## src/include/mont_settings.svh

```systemverilog
// Montgomery multiplier settings
// Word width, word count and word index width shared by every block
`ifndef MONT_SETTINGS_SVH
`define MONT_SETTINGS_SVH

// Bits per operand word
`define MONT_RADIX 16

// Words per operand, 64-bit operands at the defaults
`define MONT_NUM_WORDS 4

// Index width, must cover MONT_NUM_WORDS words
`define MONT_IDX_W 2

`endif
```

## src/design/mont_host_pkg.sv

```systemverilog
// Montgomery multiplier host types
// Operand word type and the host write target encoding
`default_nettype none

`include "mont_settings.svh"

package mont_host_pkg;

    // One operand word
    typedef logic [`MONT_RADIX-1:0] word_t;

    // Host write target, N_PRIME ignores the word index
    typedef enum logic [1:0] {
        SEL_A      = 2'd0,
        SEL_B      = 2'd1,
        SEL_P      = 2'd2,
        SEL_NPRIME = 2'd3
    } operand_sel_e;

endpackage

`default_nettype wire

```

## src/design/mont_ctrl_pkg.sv

```systemverilog
// Montgomery multiplier control types
// Sequencer state encoding and the row carry type
`default_nettype none

`include "mont_settings.svh"

package mont_ctrl_pkg;

    // Sequencer states, one row is FIRST, WORD..., TOP
    typedef enum logic [2:0] {
        ST_IDLE  = 3'd0,
        ST_FIRST = 3'd1,
        ST_WORD  = 3'd2,
        ST_TOP   = 3'd3,
        ST_SUB   = 3'd4,
        ST_STORE = 3'd5,
        ST_DONE  = 3'd6
    } seq_state_e;

    // Row carry, high part of a 2*RADIX+1 bit word sum
    typedef logic [`MONT_RADIX:0] carry_t;

endpackage

`default_nettype wire

```

## src/design/mont_top.sv

```systemverilog
// Montgomery modular multiplier top level
// Connects the operand store, both processing elements and the sequencer
`default_nettype none
`timescale 1ns/1ps

`include "mont_settings.svh"

module mont_top import mont_ctrl_pkg::*, mont_host_pkg::*; (
    input  wire                     clk,
    input  wire                     reset_n,
    // Host write port
    input  wire                     wr_en_i,
    input  operand_sel_e            wr_sel_i,
    input  wire [`MONT_IDX_W-1:0]   wr_idx_i,
    input  word_t                   wr_data_i,
    // Host read port
    input  wire [`MONT_IDX_W-1:0]   rd_idx_i,
    output word_t                   rd_data_o,
    // Control
    input  wire                     start_i,
    output logic                    busy_o,
    output logic                    done_o
);

    // Store to datapath
    logic [`MONT_IDX_W-1:0] row_idx;
    logic [`MONT_IDX_W-1:0] word_idx;
    word_t                  a_word;
    word_t                  b_word;
    word_t                  p_word;
    word_t                  n_prime;

    // Element handshake with the sequencer
    logic                   row_start;
    word_t                  m_word;
    carry_t                 first_carry;
    word_t                  scratch_word;
    carry_t                 pe_carry;
    word_t                  word_sum;
    carry_t                 word_carry;

    // Result path
    logic                   res_we;
    logic [`MONT_IDX_W-1:0] res_idx;
    word_t                  res_data;

    mont_operand_store u_store (
        .clk        (clk),
        .reset_n    (reset_n),
        .wr_en_i    (wr_en_i),
        .wr_sel_i   (wr_sel_i),
        .wr_idx_i   (wr_idx_i),
        .wr_data_i  (wr_data_i),
        .lock_i     (busy_o),
        .a_idx_i    (row_idx),
        .bp_idx_i   (word_idx),
        .a_word_o   (a_word),
        .b_word_o   (b_word),
        .p_word_o   (p_word),
        .n_prime_o  (n_prime),
        .res_we_i   (res_we),
        .res_idx_i  (res_idx),
        .res_data_i (res_data),
        .rd_idx_i   (rd_idx_i),
        .rd_data_o  (rd_data_o)
    );

    mont_pe_first u_pe_first (
        .clk         (clk),
        .reset_n     (reset_n),
        .row_start_i (row_start),
        .s0_i        (scratch_word),
        .a_i         (a_word),
        .b0_i        (b_word),
        .p0_i        (p_word),
        .n_prime_i   (n_prime),
        .m_o         (m_word),
        .carry_o     (first_carry)
    );

    mont_pe_word u_pe_word (
        .s_i     (scratch_word),
        .a_i     (a_word),
        .b_i     (b_word),
        .m_i     (m_word),
        .p_i     (p_word),
        .carry_i (pe_carry),
        .sum_o   (word_sum),
        .carry_o (word_carry)
    );

    mont_sequencer u_seq (
        .clk            (clk),
        .reset_n        (reset_n),
        .start_i        (start_i),
        .busy_o         (busy_o),
        .done_o         (done_o),
        .row_idx_o      (row_idx),
        .word_idx_o     (word_idx),
        .p_word_i       (p_word),
        .row_start_o    (row_start),
        .first_carry_i  (first_carry),
        .word_sum_i     (word_sum),
        .word_carry_i   (word_carry),
        .scratch_word_o (scratch_word),
        .carry_o        (pe_carry),
        .res_we_o       (res_we),
        .res_idx_o      (res_idx),
        .res_data_o     (res_data)
    );

endmodule

`default_nettype wire

```

## src/design/mont_sequencer.sv

```systemverilog
// Montgomery multiplier sequencer
// Runs the CIOS rows, the final subtraction of P and the result store
`default_nettype none
`timescale 1ns/1ps

`include "mont_settings.svh"

module mont_sequencer import mont_ctrl_pkg::*, mont_host_pkg::*; (
    input  wire                     clk,
    input  wire                     reset_n,
    // Host control
    input  wire                     start_i,
    output logic                    busy_o,
    output logic                    done_o,
    // Operand store addressing
    output logic [`MONT_IDX_W-1:0]  row_idx_o,
    output logic [`MONT_IDX_W-1:0]  word_idx_o,
    input  word_t                   p_word_i,
    // Processing element interface
    output logic                    row_start_o,
    input  carry_t                  first_carry_i,
    input  word_t                   word_sum_i,
    input  carry_t                  word_carry_i,
    output word_t                   scratch_word_o,
    output carry_t                  carry_o,
    // Result writes into the store
    output logic                    res_we_o,
    output logic [`MONT_IDX_W-1:0]  res_idx_o,
    output word_t                   res_data_o
);

    localparam int R     = `MONT_RADIX;
    localparam int NW    = `MONT_NUM_WORDS;
    localparam int IDX_W = `MONT_IDX_W;
    localparam logic [IDX_W-1:0] LAST_IDX = IDX_W'(NW - 1);
    localparam logic [IDX_W-1:0] ONE_IDX  = IDX_W'(1);

    seq_state_e         state_q;
    logic [IDX_W-1:0]   row_q;
    logic [IDX_W-1:0]   word_q;
    logic [IDX_W-1:0]   prev_idx;

    // Scratch accumulator, NW words plus one top bit
    word_t              scratch_q [NW];
    logic               top_q;
    carry_t             carry_q;

    // Difference words and borrow of scratch minus P
    word_t              diff_q [NW];
    logic               borrow_q;

    logic [R:0]         sub_full;
    carry_t             top_sum;
    logic               use_diff;

    //--------------------------------------------------
    // Datapath helpers
    //--------------------------------------------------

    assign prev_idx = word_q - ONE_IDX;

    // Word 1 takes the carry straight from the first element
    assign carry_o = (word_q == ONE_IDX) ? first_carry_i : carry_q;

    // Row end folds the last carry into the top word
    assign top_sum = carry_q + {{R{1'b0}}, top_q};

    // One word of scratch minus P, bit R is the borrow out
    assign sub_full = {1'b0, scratch_q[word_q]} - {1'b0, p_word_i} - {{R{1'b0}}, borrow_q};

    // Subtract when scratch >= P or scratch overflowed into the top bit
    assign use_diff = !borrow_q || top_q;

    //--------------------------------------------------
    // FSM
    //--------------------------------------------------

    always_ff @(posedge clk or negedge reset_n) begin
        if (!reset_n) begin
            state_q  <= ST_IDLE;
            row_q    <= '0;
            word_q   <= '0;
            carry_q  <= '0;
            top_q    <= 1'b0;
            borrow_q <= 1'b0;
            for (int i = 0; i < NW; i++) begin
                scratch_q[i] <= '0;
            end
        end else begin
            case (state_q)
                ST_IDLE: begin
                    if (start_i) begin
                        state_q <= ST_FIRST;
                        row_q   <= '0;
                        word_q  <= '0;
                        top_q   <= 1'b0;
                        // Fresh accumulator for every run
                        for (int i = 0; i < NW; i++) begin
                            scratch_q[i] <= '0;
                        end
                    end
                end
                ST_FIRST: begin
                    // First element captures m and carry at this edge
                    state_q <= ST_WORD;
                    word_q  <= ONE_IDX;
                end
                ST_WORD: begin
                    // Writing word j-1 performs the row shift
                    scratch_q[prev_idx] <= word_sum_i;
                    carry_q             <= word_carry_i;
                    if (word_q == LAST_IDX) begin
                        state_q <= ST_TOP;
                    end else begin
                        word_q <= word_q + ONE_IDX;
                    end
                end
                ST_TOP: begin
                    {top_q, scratch_q[LAST_IDX]} <= top_sum;
                    word_q <= '0;
                    if (row_q == LAST_IDX) begin
                        state_q  <= ST_SUB;
                        borrow_q <= 1'b0;
                    end else begin
                        state_q <= ST_FIRST;
                        row_q   <= row_q + ONE_IDX;
                    end
                end
                ST_SUB: begin
                    borrow_q <= sub_full[R];
                    if (word_q == LAST_IDX) begin
                        state_q <= ST_STORE;
                        word_q  <= '0;
                    end else begin
                        word_q <= word_q + ONE_IDX;
                    end
                end
                ST_STORE: begin
                    if (word_q == LAST_IDX) begin
                        state_q <= ST_DONE;
                    end else begin
                        word_q <= word_q + ONE_IDX;
                    end
                end
                ST_DONE: begin
                    state_q <= ST_IDLE;
                end
                default: begin
                    state_q <= ST_IDLE;
                end
            endcase
        end
    end

    // Difference words, one per subtraction cycle
    always_ff @(posedge clk) begin
        if (state_q == ST_SUB) begin
            diff_q[word_q] <= sub_full[R-1:0];
        end
    end

    //--------------------------------------------------
    // Outputs
    //--------------------------------------------------

    assign busy_o      = (state_q != ST_IDLE);
    assign done_o      = (state_q == ST_DONE);
    assign row_start_o = (state_q == ST_FIRST);

    assign row_idx_o      = row_q;
    assign word_idx_o     = word_q;
    assign scratch_word_o = scratch_q[word_q];

    // Result streams out word by word in ST_STORE
    assign res_we_o   = (state_q == ST_STORE);
    assign res_idx_o  = word_q;
    assign res_data_o = use_diff ? diff_q[word_q] : scratch_q[word_q];

endmodule

`default_nettype wire

```

## src/design/mont_pe_word.sv

```systemverilog
// General word element of a Montgomery row
// Forms s + a*b + m*p + carry and splits it into a word and a carry
`default_nettype none
`timescale 1ns/1ps

`include "mont_settings.svh"

module mont_pe_word import mont_ctrl_pkg::*, mont_host_pkg::*; (
    input  word_t   s_i,
    input  word_t   a_i,
    input  word_t   b_i,
    input  word_t   m_i,
    input  word_t   p_i,
    input  carry_t  carry_i,
    output word_t   sum_o,
    output carry_t  carry_o
);

    localparam int R = `MONT_RADIX;

    logic [2*R-1:0] prod_ab;
    logic [2*R-1:0] prod_mp;
    logic [2*R:0]   word_sum;

    assign prod_ab = a_i * b_i;
    assign prod_mp = m_i * p_i;

    // Worst case is 2*W^2 - W, one bit above two words
    assign word_sum = {1'b0, prod_ab}
                    + {1'b0, prod_mp}
                    + {{(R+1){1'b0}}, s_i}
                    + {{R{1'b0}}, carry_i};

    // Low word goes back to scratch, high part rides to the next word
    assign sum_o   = word_sum[R-1:0];
    assign carry_o = word_sum[2*R:R];

endmodule

`default_nettype wire

```

## src/design/mont_pe_first.sv

```systemverilog
// First processing element for word 0 of a Montgomery row
// Derives the row reduction factor m and the first carry, registered
`default_nettype none
`timescale 1ns/1ps

`include "mont_settings.svh"

module mont_pe_first import mont_ctrl_pkg::*, mont_host_pkg::*; (
    input  wire     clk,
    input  wire     reset_n,
    input  wire     row_start_i,
    // Word 0 operands of the current row
    input  word_t   s0_i,
    input  word_t   a_i,
    input  word_t   b0_i,
    input  word_t   p0_i,
    input  word_t   n_prime_i,
    // Row factor and carry into word 1
    output word_t   m_o,
    output carry_t  carry_o
);

    localparam int R = `MONT_RADIX;

    logic [2*R-1:0] prod_ab;
    logic [2*R-1:0] t_sum;
    word_t          m_next;
    logic [2*R-1:0] prod_mp;
    logic [2*R:0]   row_sum;

    //--------------------------------------------------
    // Word 0 datapath
    //--------------------------------------------------

    // s0 + a*b0 stays below W^2, no extra bit
    assign prod_ab = a_i * b0_i;
    assign t_sum   = prod_ab + {{R{1'b0}}, s0_i};

    // m = t mod W times N_PRIME mod W
    assign m_next = t_sum[R-1:0] * n_prime_i;

    assign prod_mp = m_next * p0_i;

    // Low word of this sum is zero by choice of m
    assign row_sum = {1'b0, t_sum} + {1'b0, prod_mp};

    //--------------------------------------------------
    // Output registers
    //--------------------------------------------------

    // Loaded once per row, held for the word cycles
    always_ff @(posedge clk or negedge reset_n) begin
        if (!reset_n) begin
            m_o     <= '0;
            carry_o <= '0;
        end else if (row_start_i) begin
            m_o     <= m_next;
            carry_o <= row_sum[2*R:R];
        end
    end

endmodule

`default_nettype wire

```

## src/design/mont_operand_store.sv

```systemverilog
// Operand store for A, B, P, N_PRIME and the result words
// Host write port locked while busy, combinational reads
`default_nettype none
`timescale 1ns/1ps

`include "mont_settings.svh"

module mont_operand_store import mont_host_pkg::*; (
    input  wire                     clk,
    input  wire                     reset_n,
    // Host write port
    input  wire                     wr_en_i,
    input  operand_sel_e            wr_sel_i,
    input  wire [`MONT_IDX_W-1:0]   wr_idx_i,
    input  word_t                   wr_data_i,
    input  wire                     lock_i,
    // Sequencer operand reads
    input  wire [`MONT_IDX_W-1:0]   a_idx_i,
    input  wire [`MONT_IDX_W-1:0]   bp_idx_i,
    output word_t                   a_word_o,
    output word_t                   b_word_o,
    output word_t                   p_word_o,
    output word_t                   n_prime_o,
    // Sequencer result writes
    input  wire                     res_we_i,
    input  wire [`MONT_IDX_W-1:0]   res_idx_i,
    input  word_t                   res_data_i,
    // Host result read
    input  wire [`MONT_IDX_W-1:0]   rd_idx_i,
    output word_t                   rd_data_o
);

    localparam int NW = `MONT_NUM_WORDS;

    word_t a_mem   [NW];
    word_t b_mem   [NW];
    word_t p_mem   [NW];
    word_t n_prime_q;
    word_t res_mem [NW];

    // Host writes are dropped while the sequencer runs
    always_ff @(posedge clk) begin
        if (wr_en_i && !lock_i) begin
            case (wr_sel_i)
                SEL_A:      a_mem[wr_idx_i] <= wr_data_i;
                SEL_B:      b_mem[wr_idx_i] <= wr_data_i;
                SEL_P:      p_mem[wr_idx_i] <= wr_data_i;
                SEL_NPRIME: n_prime_q       <= wr_data_i;
                default: ;
            endcase
        end
    end

    // Result words read as zero after reset
    always_ff @(posedge clk or negedge reset_n) begin
        if (!reset_n) begin
            for (int i = 0; i < NW; i++) begin
                res_mem[i] <= '0;
            end
        end else if (res_we_i) begin
            res_mem[res_idx_i] <= res_data_i;
        end
    end

    // A is indexed by row, B and P by word
    assign a_word_o  = a_mem[a_idx_i];
    assign b_word_o  = b_mem[bp_idx_i];
    assign p_word_o  = p_mem[bp_idx_i];
    assign n_prime_o = n_prime_q;
    assign rd_data_o = res_mem[rd_idx_i];

endmodule

`default_nettype wire

```

## config.mk

```make
export PLATFORM = sky130hd
export DESIGN_NAME = mont_top
export DESIGN_NICKNAME = d
export VERILOG_FILES = /design/src/design/mont_host_pkg.sv /design/src/design/mont_ctrl_pkg.sv /design/src/design/mont_top.sv /design/src/design/mont_sequencer.sv /design/src/design/mont_pe_word.sv /design/src/design/mont_pe_first.sv /design/src/design/mont_operand_store.sv
export VERILOG_INCLUDE_DIRS = /design/src /design/src/include
export SDC_FILE = /design/constraint.sdc
export NUM_CORES = 2
export LEC_CHECK = 0
export ABC_AREA = 1
export BUFFER_PORTS_ARGS = -buffer_cell sky130_fd_sc_hd__buf_2
export CORE_ASPECT_RATIO = 0.9
export CORE_UTILIZATION = 27
export CTS_CLUSTER_DIAMETER = 200
export DETAILED_ROUTE_END_ITERATION = 16
export PLACE_DENSITY_LB_ADDON = 0.05
export SETUP_SLACK_MARGIN = 0.2
export SLEW_MARGIN = 5
export SYNTH_ARGS = -nofsm -noshare
export SYNTH_HDL_FRONTEND = slang
export SYNTH_HIERARCHICAL = 1
export SYNTH_SLANG_ARGS = --single-unit
```

## constraint.sdc

```tcl
create_clock -name clk -period 19.6 [get_ports clk]
set_input_delay 0.98 -clock clk [delete_from_list [all_inputs] [get_ports clk]]
set_output_delay 0.98 -clock clk [all_outputs]
set_load 0.02 [all_outputs]
```

==> out/qor.yml <==
sta:
  worst_pin_slew_ns: 1.388
  min_period_ns: 17.09
  setup_viol: 0
  min_period_over_period_pct: 87.17
  tns_ns: 0
  grt_setup_unrepaired: "false"
  clock_skew_ns: 0.06236
  fmax_mhz: 58.53
  hold_viol: 0
  drv_slew: 0
  slew_headroom_pct: 6.821
setup_path:
  end_kind: "flop"
  path_buf_inv: 18
  reg2reg_slack_ns: 2.51
  r2r-end: "u_pe_first/carry_o[11]$_DFFE_PN0P_"
  arrival_ns: 17.63
  path_class: "flop to flop"
  cpMaxStageDelayCell: "dfrtp_4"
  rr_worst_depth: 66
  cpPeakStageDelay_ns: 0.83
  cp.depth: 66
  r2r_start: "u_seq/res_idx_o[1]$_DFFE_PN0P_"
  critPathLaunchType: "flop"
  path_max_fanout: 37
  crit_path_frequent_cell: "inv_1"
  crit_end: "u_pe_first/carry_o[11]$_DFFE_PN0P_"
  cp-startpoint: "u_seq/res_idx_o[1]$_DFFE_PN0P_"
  cp_top_family: "adder cells"
  cp.required_ns: 20.15
cts:
  htreeDepth: 2
  cts_setup_buffers: 0
  cts_buffer_depth: 3
  clk_pin_slew_ns: 0.06
  clock-sinks: 459
  cts_buffers: 57
  holdBufCountCts: 0
  cts_tree: "done"
  cts_resized: 0
  worstSkewPairLatency_ns: 0.71
  root_buffer: "clkbuf_16"
placement:
  gp_congestion: 0.8392
  dp_hpwl_mm: 184.5
  io_buffers: 43
logic_synthesis:
  ys.warnings.count: 6
  async_reset_ff_share_pct: 40.74
  netlist_area_um2: 64570
  synthesis.nets: 9586
  ys_ff_latch: 459
  synth_enable_flop_cells: 272
  synth.distinct_cells: 65
  avgSynthCellArea_um2: 8.009
  ys_seq_area_share_pct: 19.90
  synth_ff_type: "edfxtp_1"
  synth_cells: 8062
detailed_routing:
  postRouteAntennaNets: 0
  routed_wl_mm: 236.0
  dr.pass1.iters: 6
  wl_per_cell_um: 21.17
  drc: 0
  vias_per_cell: 4.359
  vias: 48590
  drtIter0Drc: 2994
die:
  dieArea_um2: 241100
  core_area_um2: 236600
  die_w_um: 517.5
  ioPinCount: 44
  start_util_pct: 27.29
  placementRows: 169
  dieHeight_um: 465.9
layout:
  nets: 9460
  finish.utilization_pct: 29.57
  final_common_cell: "inv_1"
  drive_gt1_share_pct: 5.138
  seq_area_um2: 12850
  layout_common_cells: "2316 x inv_1, 2127 x nand2_1, 996 x fa_1, 502 x ha_1, 286 x nor2_1"
  multi_input_area_um2: 41410
  fill_cells: 25640
  syn_to_final_growth_pct: 8.362
global_routing:
  track_usage_pct: 19.77
  grt_start_max_net_pins: 120
  overflow: 0
  antenna_found_initial: 5
  grt_pass1_vias: 51370
  grt_pass1_wl_mm: 349.9
outcome:
  status: "complete, no violations"
worst_hold_path:
  hold_path_class: "input port to async pin"
flow_run:
  max_cap_viol_count: 0
==> final cells by class <==
class                   count  area share [%]
multi-input cells        4908           59.19
flip-flops and latches    459           18.37
inverters                2348           12.61
well taps                3163           5.657
clock buffers              78           2.180
repair buffers            162           1.620
clock inverters            25          0.3505
diodes                      4         0.01431
==> per-layer routing <==
layer / GRT usage [%] / vias to the layer above / wire length [um]
li1: - / 23130 / -
met1: 29.99 / 24550 / 121400
met2: 31.13 / 756 / 104800
met3: 1.619 / 145 / 7216
met4: 2.411 / 0 / 2591
met5: 0 / - / 0
==> logic make-up after synthesis <==
logic type	Yosys count	share of synthesized area (%)
adders and majority gates	1498	40.61
AOI/OAI and AO/OA	468	4.223
and+or+nand+nor	2874	18.26
xor gates and xnor gates	68	0.9748
DFF	459	19.90
buffers and inverters	2695	16.03
==> flip-flops by register name (all words and copies together) (netlist names), 2 cells and up <==
signal and count:
u_store/p_mem 64, u_seq/scratch_q 64, u_store/a_mem 64, u_seq/carry_q 17
u_store/b_mem 64, u_pe_first/carry_o 17, u_seq/res_idx_o 2, u_seq/state_q 3
u_store/res_mem 64, u_seq/row_idx_o 2, u_seq/diff_q 64, u_pe_first/m_o 16
u_store/n_prime_o 16
==> how the worst min path moves through the flow <==
| stage | startpoint | end | slack [ns] | cells past startpoint |
|---|---|---|---|---|
| final | reset_n | u_store/res_mem[30]$_DFFE_PN0P_ | 0.23 | 1 |
| after global routing | reset_n | u_store/res_mem[45]$_DFFE_PN0P_ | 0.23 | 1 |
| after CTS | reset_n | u_store/res_mem[45]$_DFFE_PN0P_ | 0.20 | 1 |
| after detailed placement | u_store/res_mem[35]$_DFFE_PN0P_ | u_store/res_mem[35]$_DFFE_PN0P_ | 0.46 | 2 |
| after global placement | u_store/res_mem[50]$_DFFE_PN0P_ | u_store/res_mem[50]$_DFFE_PN0P_ | 0.45 | 2 |
| after floorplan | u_pe_first/m_o[1]$_DFFE_PN0P_ | u_pe_first/m_o[1]$_DFFE_PN0P_ | 0.44 | 2 |
==> through the flow <==
step / hold WS, ns / worst slack [ns] / std cells / cell area (um2)
floorplan: 0.4400 / 4.303 / 8062 / 64570
global placement: 0.4535 / 2.645 / 11040 / 68150
detailed placement: 0.4580 / 2.535 / 11040 / 68180
CTS: 0.1990 / 2.453 / 11140 / 69950
global route: 0.2319 / 1.557 / 11140 / 69950
finish: 0.2332 / 2.514 / 11150 / 69960
==> synthesized netlist by cell type (47+ instances only) <==
cell type,count,area (um2)
nand2_1,2130,7995
dfrtp_1,187,4679
edfxtp_1,272,8168
nand4_1,50,312.8
inv_1,2317,8697
buf_2,47,235.2
clkbuf_1,274,1028
nand3_1,274,1371
o21ai_0,178,890.9
nor2_1,289,1085
a21oi_1,135,675.7
fa_1,996,19940
ha_1,502,6281
Power is left out: the tool's default activity adds up to more than one toggle a clock period on the data nets, which glitch-free logic cannot reach.
